<file path="src/source/perf_pkg.sv">
package perf_pkg;

	// event groups
	localparam int L1_EVENTS = 5;
	localparam int L2_EVENTS = 3;

	// serial link and report timing, in clock cycles
	localparam int BAUD_DIV = 16;
	localparam int FRAME_BITS = 10; // start + 8 data + stop
	localparam int REPORT_PERIOD = 1200;
	localparam int REPORT_BYTES = 6;

	localparam int BAUD_W = $clog2(BAUD_DIV);
	localparam int FRAME_CNT_W = $clog2(FRAME_BITS);
	localparam int PERIOD_W = $clog2(REPORT_PERIOD);
	localparam int REPORT_IDX_W = $clog2(REPORT_BYTES);

	typedef logic [7:0] cnt_t; // wraps at 256

	// first member is the msb of the packed vector
	typedef struct packed {
		logic i_read;
		logic i_miss;
		logic d_read;
		logic d_write;
		logic d_miss;
	} l1_event_t;

	typedef struct packed {
		logic read;
		logic write;
		logic miss;
	} l2_event_t;

	// count positions follow the bit positions of the event structs
	localparam int L1_I_READ = 4;
	localparam int L1_I_MISS = 3;
	localparam int L1_D_READ = 2;
	localparam int L1_D_WRITE = 1;
	localparam int L1_D_MISS = 0;

	localparam int L2_READ = 2;
	localparam int L2_WRITE = 1;
	localparam int L2_MISS = 0;

	typedef cnt_t [L1_EVENTS-1:0] l1_counts_t;
	typedef cnt_t [L2_EVENTS-1:0] l2_counts_t;

endpackage

</file>
<file path="src/source/event_counter_bank.sv">
module event_counter_bank #(
	parameter type event_t = logic,
	parameter int N_EVENTS = 1
) (
	input logic clk,
	input logic rstn,
	input event_t events,
	output perf_pkg::cnt_t [N_EVENTS-1:0] counts
);
	import perf_pkg::*;

	logic [N_EVENTS-1:0] strobe;
	logic [N_EVENTS-1:0] strobe_d;
	logic [N_EVENTS-1:0] rise;
	cnt_t [N_EVENTS-1:0] cnt_q;

	// the struct is flattened so that bit i drives count i
	assign strobe = events;

	always_ff @(posedge clk) begin
		if (!rstn) begin
			strobe_d <= '0;
		end else begin
			strobe_d <= strobe;
		end
	end

	// a strobe held high gives a single rise
	assign rise = strobe & ~strobe_d;

	always_ff @(posedge clk) begin
		if (!rstn) begin
			cnt_q <= '0;
		end else begin
			for (int i = 0; i < N_EVENTS; i++) begin
				if (rise[i]) begin
					cnt_q[i] <= cnt_q[i] + 1'b1; // free running, wraps
				end
			end
		end
	end

	assign counts = cnt_q;

endmodule

</file>
<file path="src/source/report_sequencer.sv">
module report_sequencer (
	input logic clk,
	input logic rstn,
	input perf_pkg::l1_counts_t l1_counts,
	input perf_pkg::l2_counts_t l2_counts,
	input logic tx_busy,
	output perf_pkg::cnt_t tx_data,
	output logic tx_start,
	output logic report_busy
);
	import perf_pkg::*;

	logic [PERIOD_W-1:0] period_cnt;
	logic snapshot;
	cnt_t [REPORT_BYTES-1:0] report_d;
	cnt_t [REPORT_BYTES-1:0] report_q;
	logic [REPORT_IDX_W-1:0] byte_idx;
	logic sending;
	logic last_byte;

	assign snapshot = (period_cnt == PERIOD_W'(REPORT_PERIOD - 1));

	always_ff @(posedge clk) begin
		if (!rstn) begin
			period_cnt <= '0;
		end else if (snapshot) begin
			period_cnt <= '0;
		end else begin
			period_cnt <= period_cnt + 1'b1;
		end
	end

	// report layout: miss byte first, then the matching access byte
	always_comb begin
		report_d[0] = l1_counts[L1_I_MISS];
		report_d[1] = l1_counts[L1_I_READ];
		report_d[2] = l1_counts[L1_D_MISS];
		report_d[3] = l1_counts[L1_D_READ] + l1_counts[L1_D_WRITE]; // mod 256
		report_d[4] = l2_counts[L2_MISS];
		report_d[5] = l2_counts[L2_READ] + l2_counts[L2_WRITE]; // mod 256
	end

	always_ff @(posedge clk) begin
		if (snapshot) begin
			report_q <= report_d;
		end
	end

	assign last_byte = (byte_idx == REPORT_IDX_W'(REPORT_BYTES - 1));

	// busy rises the cycle after a start, so no extra wait state is needed
	assign tx_start = sending & ~tx_busy;
	assign tx_data = report_q[byte_idx];

	always_ff @(posedge clk) begin
		if (!rstn) begin
			sending <= 1'b0;
			byte_idx <= '0;
			report_busy <= 1'b0;
		end else if (snapshot) begin
			sending <= 1'b1;
			byte_idx <= '0;
			report_busy <= 1'b1;
		end else begin
			if (tx_start) begin
				if (last_byte) begin
					sending <= 1'b0;
				end else begin
					byte_idx <= byte_idx + 1'b1;
				end
			end
			// last frame has left the transmitter
			if (!sending && !tx_busy) begin
				report_busy <= 1'b0;
			end
		end
	end

endmodule

</file>
<file path="src/source/uart_tx.sv">
module uart_tx (
	input logic clk,
	input logic rstn,
	input logic [7:0] tx_data,
	input logic tx_start,
	output logic tx_busy,
	output logic txd
);
	import perf_pkg::*;

	logic accept;
	logic [BAUD_W-1:0] baud_cnt;
	logic [FRAME_CNT_W-1:0] bit_cnt;
	logic [8:0] shift_q; // stop bit above the data byte
	logic bit_end;
	logic frame_end;

	assign accept = tx_start & ~tx_busy;
	assign bit_end = (baud_cnt == BAUD_W'(BAUD_DIV - 1));
	assign frame_end = bit_end && (bit_cnt == FRAME_CNT_W'(FRAME_BITS - 1));

	always_ff @(posedge clk) begin
		if (accept) begin
			shift_q <= {1'b1, tx_data};
		end else if (tx_busy && bit_end) begin
			shift_q <= {1'b1, shift_q[8:1]}; // lsb first
		end
	end

	always_ff @(posedge clk) begin
		if (!rstn) begin
			tx_busy <= 1'b0;
			baud_cnt <= '0;
			bit_cnt <= '0;
			txd <= 1'b1;
		end else if (accept) begin
			tx_busy <= 1'b1;
			baud_cnt <= '0;
			bit_cnt <= '0;
			txd <= 1'b0; // start bit
		end else if (tx_busy) begin
			if (bit_end) begin
				baud_cnt <= '0;
				if (frame_end) begin
					tx_busy <= 1'b0;
					txd <= 1'b1;
				end else begin
					bit_cnt <= bit_cnt + 1'b1;
					txd <= shift_q[0];
				end
			end else begin
				baud_cnt <= baud_cnt + 1'b1;
			end
		end
	end

endmodule

</file>
<file path="src/source/cache_perf_monitor.sv">
module cache_perf_monitor (
	input logic clk,
	input logic rstn,
	input logic read_l1i,
	input logic miss_l1i,
	input logic read_l1d,
	input logic write_l1d,
	input logic miss_l1d,
	input logic read_l2,
	input logic write_l2,
	input logic miss_l2,
	output logic txd,
	output logic report_busy
);
	import perf_pkg::*;

	l1_event_t l1_events;
	l2_event_t l2_events;
	l1_counts_t l1_counts;
	l2_counts_t l2_counts;
	cnt_t tx_data;
	logic tx_start;
	logic tx_busy;

	assign l1_events = '{
		i_read: read_l1i,
		i_miss: miss_l1i,
		d_read: read_l1d,
		d_write: write_l1d,
		d_miss: miss_l1d
	};

	assign l2_events = '{
		read: read_l2,
		write: write_l2,
		miss: miss_l2
	};

	event_counter_bank #(
		.event_t(l1_event_t),
		.N_EVENTS(L1_EVENTS)
	) l1_bank (
		.clk(clk),
		.rstn(rstn),
		.events(l1_events),
		.counts(l1_counts)
	);

	event_counter_bank #(
		.event_t(l2_event_t),
		.N_EVENTS(L2_EVENTS)
	) l2_bank (
		.clk(clk),
		.rstn(rstn),
		.events(l2_events),
		.counts(l2_counts)
	);

	report_sequencer u_seq (
		.clk(clk),
		.rstn(rstn),
		.l1_counts(l1_counts),
		.l2_counts(l2_counts),
		.tx_busy(tx_busy),
		.tx_data(tx_data),
		.tx_start(tx_start),
		.report_busy(report_busy)
	);

	uart_tx u_tx (
		.clk(clk),
		.rstn(rstn),
		.tx_data(tx_data),
		.tx_start(tx_start),
		.tx_busy(tx_busy),
		.txd(txd)
	);

endmodule

</file>
<file path="config.mk">
export PLATFORM = sky130hd
export DESIGN_NAME = cache_perf_monitor
export DESIGN_NICKNAME = d
export VERILOG_FILES = /design/src/source/perf_pkg.sv /design/src/source/event_counter_bank.sv /design/src/source/report_sequencer.sv /design/src/source/uart_tx.sv /design/src/source/cache_perf_monitor.sv
export SDC_FILE = /design/constraint.sdc
export NUM_CORES = 1
export LEC_CHECK = 0
export CAP_MARGIN = 20
export CORE_ASPECT_RATIO = 1.1
export CORE_MARGIN = 3
export CORE_UTILIZATION = 50
export DETAILED_ROUTE_END_ITERATION = 12
export DONT_BUFFER_PORTS = 1
export PLACE_DENSITY = 0.77
export SYNTH_ARGS = -nofsm -noshare
export SYNTH_HDL_FRONTEND = slang
export SYNTH_SLANG_ARGS = --single-unit
</file>
<file path="constraint.sdc">
create_clock -name clk -period 3.9 [get_ports clk]
set_clock_uncertainty 0.05 [all_clocks]
set_input_delay 0.39 -clock clk [delete_from_list [all_inputs] [get_ports clk]]
set_output_delay 0.39 -clock clk [all_outputs]
set_load 0.02 [all_outputs]
</file>
==> results.sh, run 1 <==
export IMPL_p_comb_share_pct=2.4
export IMPL_die_w_um=118.1
export IMPL_worst_r2r_path_depth=3
export IMPL_clk_path_buf_depth=2
export IMPL_first_pass_iters=4
export IMPL_fin_util_pct=57.14
export IMPL_coreArea_sq_um=13380
export IMPL_drc_errors=0
export IMPL_min_path_cells=1
export IMPL_grt_ovfl_total=0
export IMPL_fin_ws_ns=1.717
export IMPL_synthArstFlopShare_pct=0
export IMPL_finalSetupTns_ns=0
export IMPL_syn_inst=613
export IMPL_crit_type="flop to flop"
export IMPL_start_util_pct=51.67
export IMPL_grt_pass1_wl_mm=20.33
export IMPL_nFillCells=1083
export IMPL_ys_seq_area_share_pct=52.71
export IMPL_drt_wirelength_per_cell_um=14.40
export IMPL_slew_headroom_pct=43.11
export IMPL_clockPowerShare_pct=47.9
export IMPL_synth_edff_count=56
export IMPL_yosysTopAreaCell="dfxtp_1"
export IMPL_post_cts_buffers=0
export IMPL_grt_start_max_net_pins=81
export IMPL_cts_hold_buf=1
export IMPL_ys_types=47
export IMPL_drive_gt1_share_pct=6.240
export IMPL_synth_seq_cells=154
export IMPL_ff2ff_setup_slack_ns=1.72
export IMPL_die_area_sq_um=15270
export IMPL_crit_path_max_fanout=19
export IMPL_clk_pin_slew_ns=0.06
export IMPL_cts_resized=0
export IMPL_numPortBuffers=0
export IMPL_final_area_sq_um=7644
export IMPL_yosys_warnings=0
export IMPL_setup_violations=0
export IMPL_drt_total_wl_mm=11.65
export IMPL_die_h_um=129.3
export IMPL_grt_pass1_vias=4247
export IMPL_irDropWorstVdd_uv=301.2
export IMPL_power_mw=3.426
export IMPL_rsz0062_at_grt="false"
export IMPL_ys_top_cells_by_count="dfxtp_1, and2_1, edfxtp_1, xnor2_1, nand4_1"
export IMPL_powerDensity_nw_per_um2=448.2
export IMPL_synthToLayoutAreaGrowth_pct=10.57
export IMPL_grtUsageTotal_pct=16.42
export IMPL_layout_nets=652
export IMPL_worst_skew_pair_late_latency_ns=0.42
export IMPL_slew_violations=0
export IMPL_vias=4334
export IMPL_cts_sinks=154
export IMPL_synth_area_leaders="dfxtp_1, edfxtp_1, xnor2_1"
export IMPL_synth_most_common_cell="dfxtp_1"
export IMPL_routabilityCongestion=0.8254
export IMPL_postSynthNetCount=653
export IMPL_dp_hpwl_mm=7.902
export IMPL_fin_cells=809
export IMPL_critPathRequiredTime_ns=3.98
export IMPL_antenna_cells=0
export IMPL_synth_area_per_cell_sq_um=11.28
export IMPL_numCtsBuffers=17
export IMPL_ant_nets=0
export IMPL_p_sw_share_pct=19.95
export IMPL_hold_viol_final=0
export IMPL_p_sw_mw=0.6833
export IMPL_via_per_inst=5.357
export IMPL_cts_root_buf="clkbuf_16"
export IMPL_internal_power_mw=2.743
export IMPL_worstPathArrival_ns=2.27
export IMPL_cts_tree="done"
export IMPL_startpoint_type="flop"
export IMPL_synth_ff_type="dfxtp_1"
export IMPL_status="complete, no violations"
export IMPL_rows=44
export IMPL_min_period_ns=2.183
export IMPL_dr_first_iter_drc_count=206
export IMPL_maxCapViolCount=0
export IMPL_synth_top_cell_area_share_pct=28.38
export IMPL_period_share_pct=55.99
export IMPL_placed_area_sq_um=7037
export IMPL_p_seq_share_pct=49.7
export IMPL_place_ws_ns=1.695
export IMPL_critPathCaptureType="flop"
export IMPL_max_freq_mhz=458.0
export IMPL_placed_cells=776
export IMPL_syn_area_sq_um=6913
export IMPL_io_pins=12
export IMPL_min_path_type="input port to flop"
export IMPL_max_slew_worst_pin_slew_ns=0.8522
export IMPL_finalHoldWorstSlack_ns=0.03926
export IMPL_leakagePower_nw=2.891
export IMPL_htree_levels=4
export IMPL_antenna_found_initial=0
==> cell usage in the layout, fill, tap and decap left out, drive strengths merged, types with 2 or more instances in the layout <==
cell type,n
ha,28
nand3,11
clkbuf,21
a22oi,7
nor2,30
dfxtp,98
nor3b,2
o211ai,4
and3,19
nand2,33
and2,64
clkinv,8
mux2i,5
o41ai,2
xnor2,56
mux4,8
edfxtp,56
a211oi,3
o21ai,15
a21oi,11
nor3,7
bufinv,3
o311ai,2
inv,16
nand4,35
nand2b,6
o21a,3
a221oi,2
fa,2
xor2,23
mux2,8
and4,2
a21boi,4
nor2b,20
==> final timing paths <==
kind / from / end
min reg2reg: l1_bank.counts[7]$_SDFFE_PN0P_ / u_seq.report_q[23]$_DFFE_PP_
min: miss_l2 / l2_bank.strobe_d[0]$_SDFF_PN0_
max reg2reg: u_seq.byte_idx[0]$_SDFFE_PP0P_ / u_tx.shift_q[5]$_DFFE_PP_
max: u_seq.byte_idx[0]$_SDFFE_PP0P_ / u_tx.shift_q[5]$_DFFE_PP_
==> power groups by stage <==
stage               registers [mW]  logic (mW)  clock network, mW
finish                        1.70      0.0820               1.64
global route                  1.71      0.0961               1.75
CTS                           1.70      0.0830               1.67
detailed placement            1.74      0.0804                  0
global placement              1.74      0.0779                  0
floorplan                     1.73      0.0747                  0
==> cells by family after synthesis <==
| kind of cell | Yosys count | share of synthesized area [%] |
|---|---|---|
| compound gates | 57 | 5.412 |
| xor+xnor | 79 | 10.01 |
| fa+ha+maj | 30 | 5.647 |
| buf+inv | 39 | 2.570 |
| flops | 154 | 52.71 |
| mux | 21 | 4.959 |
| simple gates | 233 | 18.70 |
==> layout make-up <==
cell class | instances | area, sq um | area share (%)
sequential | 154 | 3643 | 47.67
multi-input combinational | 420 | 3092 | 40.45
clock buffer | 21 | 450.4 | 5.893
tap | 184 | 230.2 | 3.012
clock inverter | 11 | 146.4 | 1.915
inverter | 17 | 63.81 | 0.8348
timing repair buffer | 2 | 17.52 | 0.2292
==> worst max-delay path, cell delays in order (launching register included) <==
cell and delay (ns):
dfxtp_1 0.87, mux4_1 0.65, a22oi_1 0.21, o21ai_0 0.12
==> layer usage <==
metal / track usage, % / up-vias / wire [um]
met5: 0 / - / 0
met4: 7.517 / 0 / 323
met3: 4.452 / 27 / 341
met1: 19.42 / 2074 / 5093
met2: 28.19 / 68 / 5888
li1: - / 2165 / -
==> state kept, by name (all words and copies together) (netlist names), 4 cells and up <==
name,flops
l2_bank.counts,24
u_seq.report_q,48
u_tx.baud_cnt,4
l1_bank.strobe_d,5
l1_bank.counts,40
u_tx.shift_q,8
u_tx.bit_cnt,4
u_seq.period_cnt,11
No activity file was read; power rests on OpenSTA's default activity.
==> inputs of run 2 (changes only) <==
Clock period 3.9 ns to 2.1 ns, I/O delays scaled along.
==> results.sh, run 2 (synthesis results as in run 1) <==
export IMPL_cts_tree="done"
export IMPL_regArea_sq_um=3649
export IMPL_grt_pass1_wl_mm=20.69
export IMPL_via_per_inst=5.372
export IMPL_critPathRequiredTime_ns=2.18
export IMPL_layout_cells_most_common="dfxtp_1"
export IMPL_rows=44
export IMPL_dp_hpwl_mm=8.230
export IMPL_setup_violations=0
export IMPL_io_pins=12
export IMPL_max_freq_mhz=509.4
export IMPL_min_from="rstn"
export IMPL_layout_common_cells="dfxtp_1, and2_1, xnor2_1, edfxtp_1, nand4_1"
export IMPL_drc_errors=0
export IMPL_synthToLayoutAreaGrowth_pct=12.24
export IMPL_vias=4400
export IMPL_status="complete, no violations"
export IMPL_slew_violations=0
export IMPL_cts_root_buf="clkbuf_16"
export IMPL_drt_total_wl_mm=12.12
export IMPL_hold_viol_final=0
export IMPL_start_util_pct=51.67
export IMPL_nFillCells=1080
export IMPL_startpoint_type="flop"
export IMPL_coreArea_sq_um=13380
export IMPL_crit_type="flop to flop"
export IMPL_startpoint="l2_bank.counts[16]$_SDFFE_PN0P_"
export IMPL_maxCapViolCount=0
export IMPL_regMostFlops="u_seq.report_q"
export IMPL_rsz0062_at_grt="false"
export IMPL_cts_sinks=154
export IMPL_max_slew_worst_pin_slew_ns=0.6707
export IMPL_leakagePower_nw=2.935
export IMPL_grt_ovfl_total=0
export IMPL_crit_path_max_fanout=4
export IMPL_first_pass_iters=5
export IMPL_powerDensity_nw_per_um2=809.9
export IMPL_antenna_cells=0
export IMPL_worstPathArrival_ns=2.04
export IMPL_grtUsageTotal_pct=17.05
export IMPL_die_h_um=129.3
export IMPL_drive_gt1_share_pct=7.559
export IMPL_antenna_found_initial=0
export IMPL_routabilityCongestion=0.8408
export IMPL_ant_nets=0
export IMPL_period_share_pct=93.48
export IMPL_htree_levels=4
export IMPL_power_mw=6.284
export IMPL_multiInputGateArea_sq_um=3092
export IMPL_finalSetupTns_ns=0
export IMPL_min_path_type="input port to flop"
export IMPL_critPathCaptureType="flop"
export IMPL_min_period_ns=1.963
export IMPL_die_w_um=118.1
export IMPL_numCtsBuffers=17
export IMPL_die_area_sq_um=15270
export IMPL_drt_wirelength_per_cell_um=14.80
export IMPL_grt_pass1_vias=4334
export IMPL_irDropWorstVdd_uv=571.7
export IMPL_numPortBuffers=0
export IMPL_clk_pin_slew_ns=0.06
export IMPL_dr_first_iter_drc_count=218
export IMPL_slew_headroom_pct=55.19
export IMPL_largest_reg_flops=48
export IMPL_r2r_start="l2_bank.counts[16]$_SDFFE_PN0P_"
export IMPL_grt_start_max_net_pins=79
export IMPL_clk_path_buf_depth=2
export IMPL_worst_skew_pair_late_latency_ns=0.43
export IMPL_layout_nets=663
==> run 2: changes by cell type in the layout (fill, tap and decap cells not counted), moves of 2 or more <==
cell           previous run  this run
dlygate4sd3_1             1         8
clkinv_4                  4         0
dfxtp_1                  98        94
dfxtp_2                   0         4
clkinv_2                  2         5
buf_4                     1         3
clkbuf_8                  1         3
==> run 2: path summary, 6_finish.rpt <==
check | depth (start not counted) | endpoint | slack (ns)
max | 7 | u_seq.report_q[46]$_DFFE_PP_ | 0.14
min | 2 | u_tx.txd$_SDFFE_PN1P_ | 0.05
max reg2reg | 7 | u_seq.report_q[46]$_DFFE_PP_ | 0.14
min reg2reg | 0 | u_seq.report_q[7]$_DFFE_PP_ | 0.40
==> run 2: area by class of cell <==
class | count | area share [%]
inverter | 17 | 0.8708
multi-input combinational | 420 | 39.85
timing repair buffer | 13 | 1.935
clock buffer | 22 | 6.112
clock inverter | 9 | 1.242
sequential | 154 | 47.02
tap | 184 | 2.967
==> run 2: metrics by stage <==
| stage | hold WS, ns | instances | util (%) | setup slack [ns] | cell area [sq um] |
|---|---|---|---|---|---|
| CTS | 0.03216 | 819 | 57.96 | 0.03888 | 7754 |
| global route | 0.06902 | 819 | 58.00 | 0.04215 | 7759 |
| detailed placement | 0.2538 | 779 | 52.89 | 0.04542 | 7076 |
| floorplan | 0.2817 | 613 | - | 0.07964 | 6917 |
| global placement | 0.2510 | 779 | 52.89 | 0.1408 | 7076 |
| finish | 0.04979 | 819 | 58.00 | 0.1368 | 7759 |
==> run 2: routing by layer <==
metal  track usage, %  share of wire, %
met4            9.241               2.2
met1            19.16                43
met3            4.016               2.8
met2            30.24                53
met5                0                 0
==> run 2: power breakdown <==
part           switching, mW  internal, mW  total [mW]
Sequential            0.0398          3.13        3.17
Combinational          0.102        0.0859       0.188
Clock                   1.11          1.82        2.93
Total                   1.25          5.03        6.28
==> run 2: critical path, stage by stage, from the launching register on <==
cell,delay [ns]
dfxtp_2,0.36
ha_1,0.17
inv_1,0.05
fa_1,0.39
nand2b_1,0.16
a21boi_1,0.18
o21a_1,0.15
o311ai_0,0.16
==> run 2: repair_timing <==
action                     4_1_cts  5_1_grt
buffers inserted                 0        0
gates resized for setup          0        5
hold endpoints to repair        78        0
setup endpoints to repair        0        2
hold buffers                     9        0
==> inputs of run 3 (changes only) <==
Settings changed: REMOVE_ABC_BUFFERS from default to 1.
==> results.sh, run 3 (synthesis results as in run 1) <==
export IMPL_worstHoldEndpoint="u_tx.txd$_SDFFE_PN1P_"
export IMPL_die_w_um=118.1
export IMPL_post_cts_buffers=0
export IMPL_grtUsageTotal_pct=16.75
export IMPL_final_area_sq_um=7801
export IMPL_worstReg2RegEnd="u_seq.report_q[46]$_DFFE_PP_"
export IMPL_critPathRequiredTime_ns=2.18
export IMPL_drt_total_wl_mm=11.87
export IMPL_finalHoldWorstSlack_ns=0.04510
export IMPL_finalSetupTns_ns=0
export IMPL_cp_slowest_stage_delay_ns=0.38
export IMPL_via_per_inst=5.295
export IMPL_maxCapViolCount=0
export IMPL_power_mw=6.453
export IMPL_coreArea_sq_um=13380
export IMPL_grt_start_max_net_pins=79
export IMPL_critical_path_cell_chain="ha_1 -> inv_1 -> fa_1 -> nand2b_1 -> a21boi_2 -> o21a_1 -> o311ai_0"
export IMPL_layout_nets=663
export IMPL_top_layer="met4"
export IMPL_rows=44
export IMPL_regMostFlops="u_seq.report_q"
export IMPL_path_buf_inv=1
export IMPL_critPathCaptureType="flop"
export IMPL_clk_pin_slew_ns=0.06
export IMPL_drive_gt1_share_pct=8.019
export IMPL_layout_common_cells="dfxtp_1, and2_1, xnor2_1, edfxtp_1, nand4_1"
export IMPL_leakagePower_nw=2.964
export IMPL_largest_reg_flops=48
export IMPL_drc_errors=0
export IMPL_period_share_pct=93.71
export IMPL_grt_ovfl_total=0
export IMPL_hold_viol_final=0
export IMPL_startpoint_type="flop"
export IMPL_slew_violations=0
export IMPL_met2WireLength_mm=6.043
export IMPL_met1Wirelength_mm=5.210
export IMPL_start_util_pct=51.67
export IMPL_path_depth=7
export IMPL_dr_wl_met3_um=361
export IMPL_htree_levels=4
export IMPL_ff2ff_setup_slack_ns=0.13
export IMPL_numPortBuffers=0
export IMPL_r2r_start="l2_bank.counts[8]$_SDFFE_PN0P_"
export IMPL_max_freq_mhz=508.2
export IMPL_antenna_found_initial=0
export IMPL_crit_family="adder cells"
export IMPL_dr_first_iter_drc_count=167
export IMPL_cts_sinks=154
export IMPL_max_slew_worst_pin_slew_ns=0.6212
export IMPL_cts_root_buf="clkbuf_16"
export IMPL_powerDensity_nw_per_um2=827.2
export IMPL_ant_nets=0
export IMPL_critPathSlowestCell="fa_1"
export IMPL_slew_headroom_pct=58.50
export IMPL_io_pins=12
export IMPL_worst_skew_pair_late_latency_ns=0.42
export IMPL_crit_path_max_fanout=4
export IMPL_die_area_sq_um=15270
export IMPL_worst_r2r_path_depth=7
export IMPL_first_pass_iters=5
export IMPL_clk_path_buf_depth=2
export IMPL_grt_pass1_wl_mm=20.52
export IMPL_layout_cells_most_common="dfxtp_1"
export IMPL_grt_pass1_vias=4365
export IMPL_irDropWorstVdd_uv=505.4
export IMPL_rsz0062_at_grt="false"
export IMPL_die_h_um=129.3
export IMPL_antenna_cells=0
export IMPL_vias=4342
export IMPL_drt_wirelength_per_cell_um=14.48
export IMPL_synthToLayoutAreaGrowth_pct=12.85
export IMPL_routabilityCongestion=0.7780
export IMPL_setup_violations=0
export IMPL_min_path_cells=2
export IMPL_cts_tree="done"
export IMPL_placed_area_sq_um=7072
export IMPL_min_period_ns=1.968
export IMPL_crit_type="flop to flop"
export IMPL_min_from="rstn"
export IMPL_status="complete, no violations"
export IMPL_numCtsBuffers=17
export IMPL_worstPathArrival_ns=2.05
export IMPL_min_path_type="input port to flop"
export IMPL_dp_hpwl_mm=8.015
-- run 3: report_power, final --
part	total [mW]	internal, mW	switching, mW
registers	3.17	3.13	0.0394
clock network	3.11	1.96	1.15
logic	0.182	0.0847	0.0969
total	6.45	5.17	1.28
-- run 3: worst register-to-register path: cells and delay by family, from the launching register on --
| family | cells | cell delay [ns] |
|---|---|---|
| compound gates | 3 | 0.46 |
| fa+ha+maj | 2 | 0.57 |
| buf+inv | 1 | 0.06 |
| simple gates | 1 | 0.19 |
| flops | 1 | 0.37 |
-- run 3: per-stage QoR --
stage	utilization, %	worst slack [ns]	cells
floorplan	-	-0.1619	591
global placement	52.86	0.1410	779
detailed placement	52.86	0.02048	779
CTS	58.25	0.05812	820
global route	58.31	0.03032	820
finish	58.31	0.1322	820
-- run 3: how the worst max path moves through the flow --
stage / from / end / slack [ns]
after floorplan: u_seq.period_cnt[0]$_SDFF_PP0_ / u_seq.report_q[0]$_DFFE_PP_ / -0.16
after global placement: l2_bank.counts[16]$_SDFFE_PN0P_ / u_seq.report_q[46]$_DFFE_PP_ / 0.14
after detailed placement: l2_bank.counts[8]$_SDFFE_PN0P_ / u_seq.report_q[46]$_DFFE_PP_ / 0.02
after CTS: l2_bank.counts[8]$_SDFFE_PN0P_ / u_seq.report_q[46]$_DFFE_PP_ / 0.06
after global routing: l2_bank.counts[8]$_SDFFE_PN0P_ / u_seq.report_q[46]$_DFFE_PP_ / 0.03
final: l2_bank.counts[8]$_SDFFE_PN0P_ / u_seq.report_q[46]$_DFFE_PP_ / 0.13
-- run 3: metal layers --
layer  global-route usage (%)  up-vias
li1                         -     2186
met1                    19.58     2074
met2                    29.23       60
met3                    4.234       22
met4                    7.724        0
met5                        0        -
-- run 3: layout make-up --
type                       instances  area (sq um)
clock buffer                      20         467.9
clock inverter                    12         145.1
fill                            1062          5577
inverter                          17         63.81
multi-input combinational        420          3095
sequential                       154          3649
tap                              184         230.2
timing repair buffer              13         150.1
-- run 3: timing repair --
item,CTS,global route
setup endpoints to repair,1,2
hold buffers,9,0
gates resized for setup,1,5
hold endpoints to repair,78,0
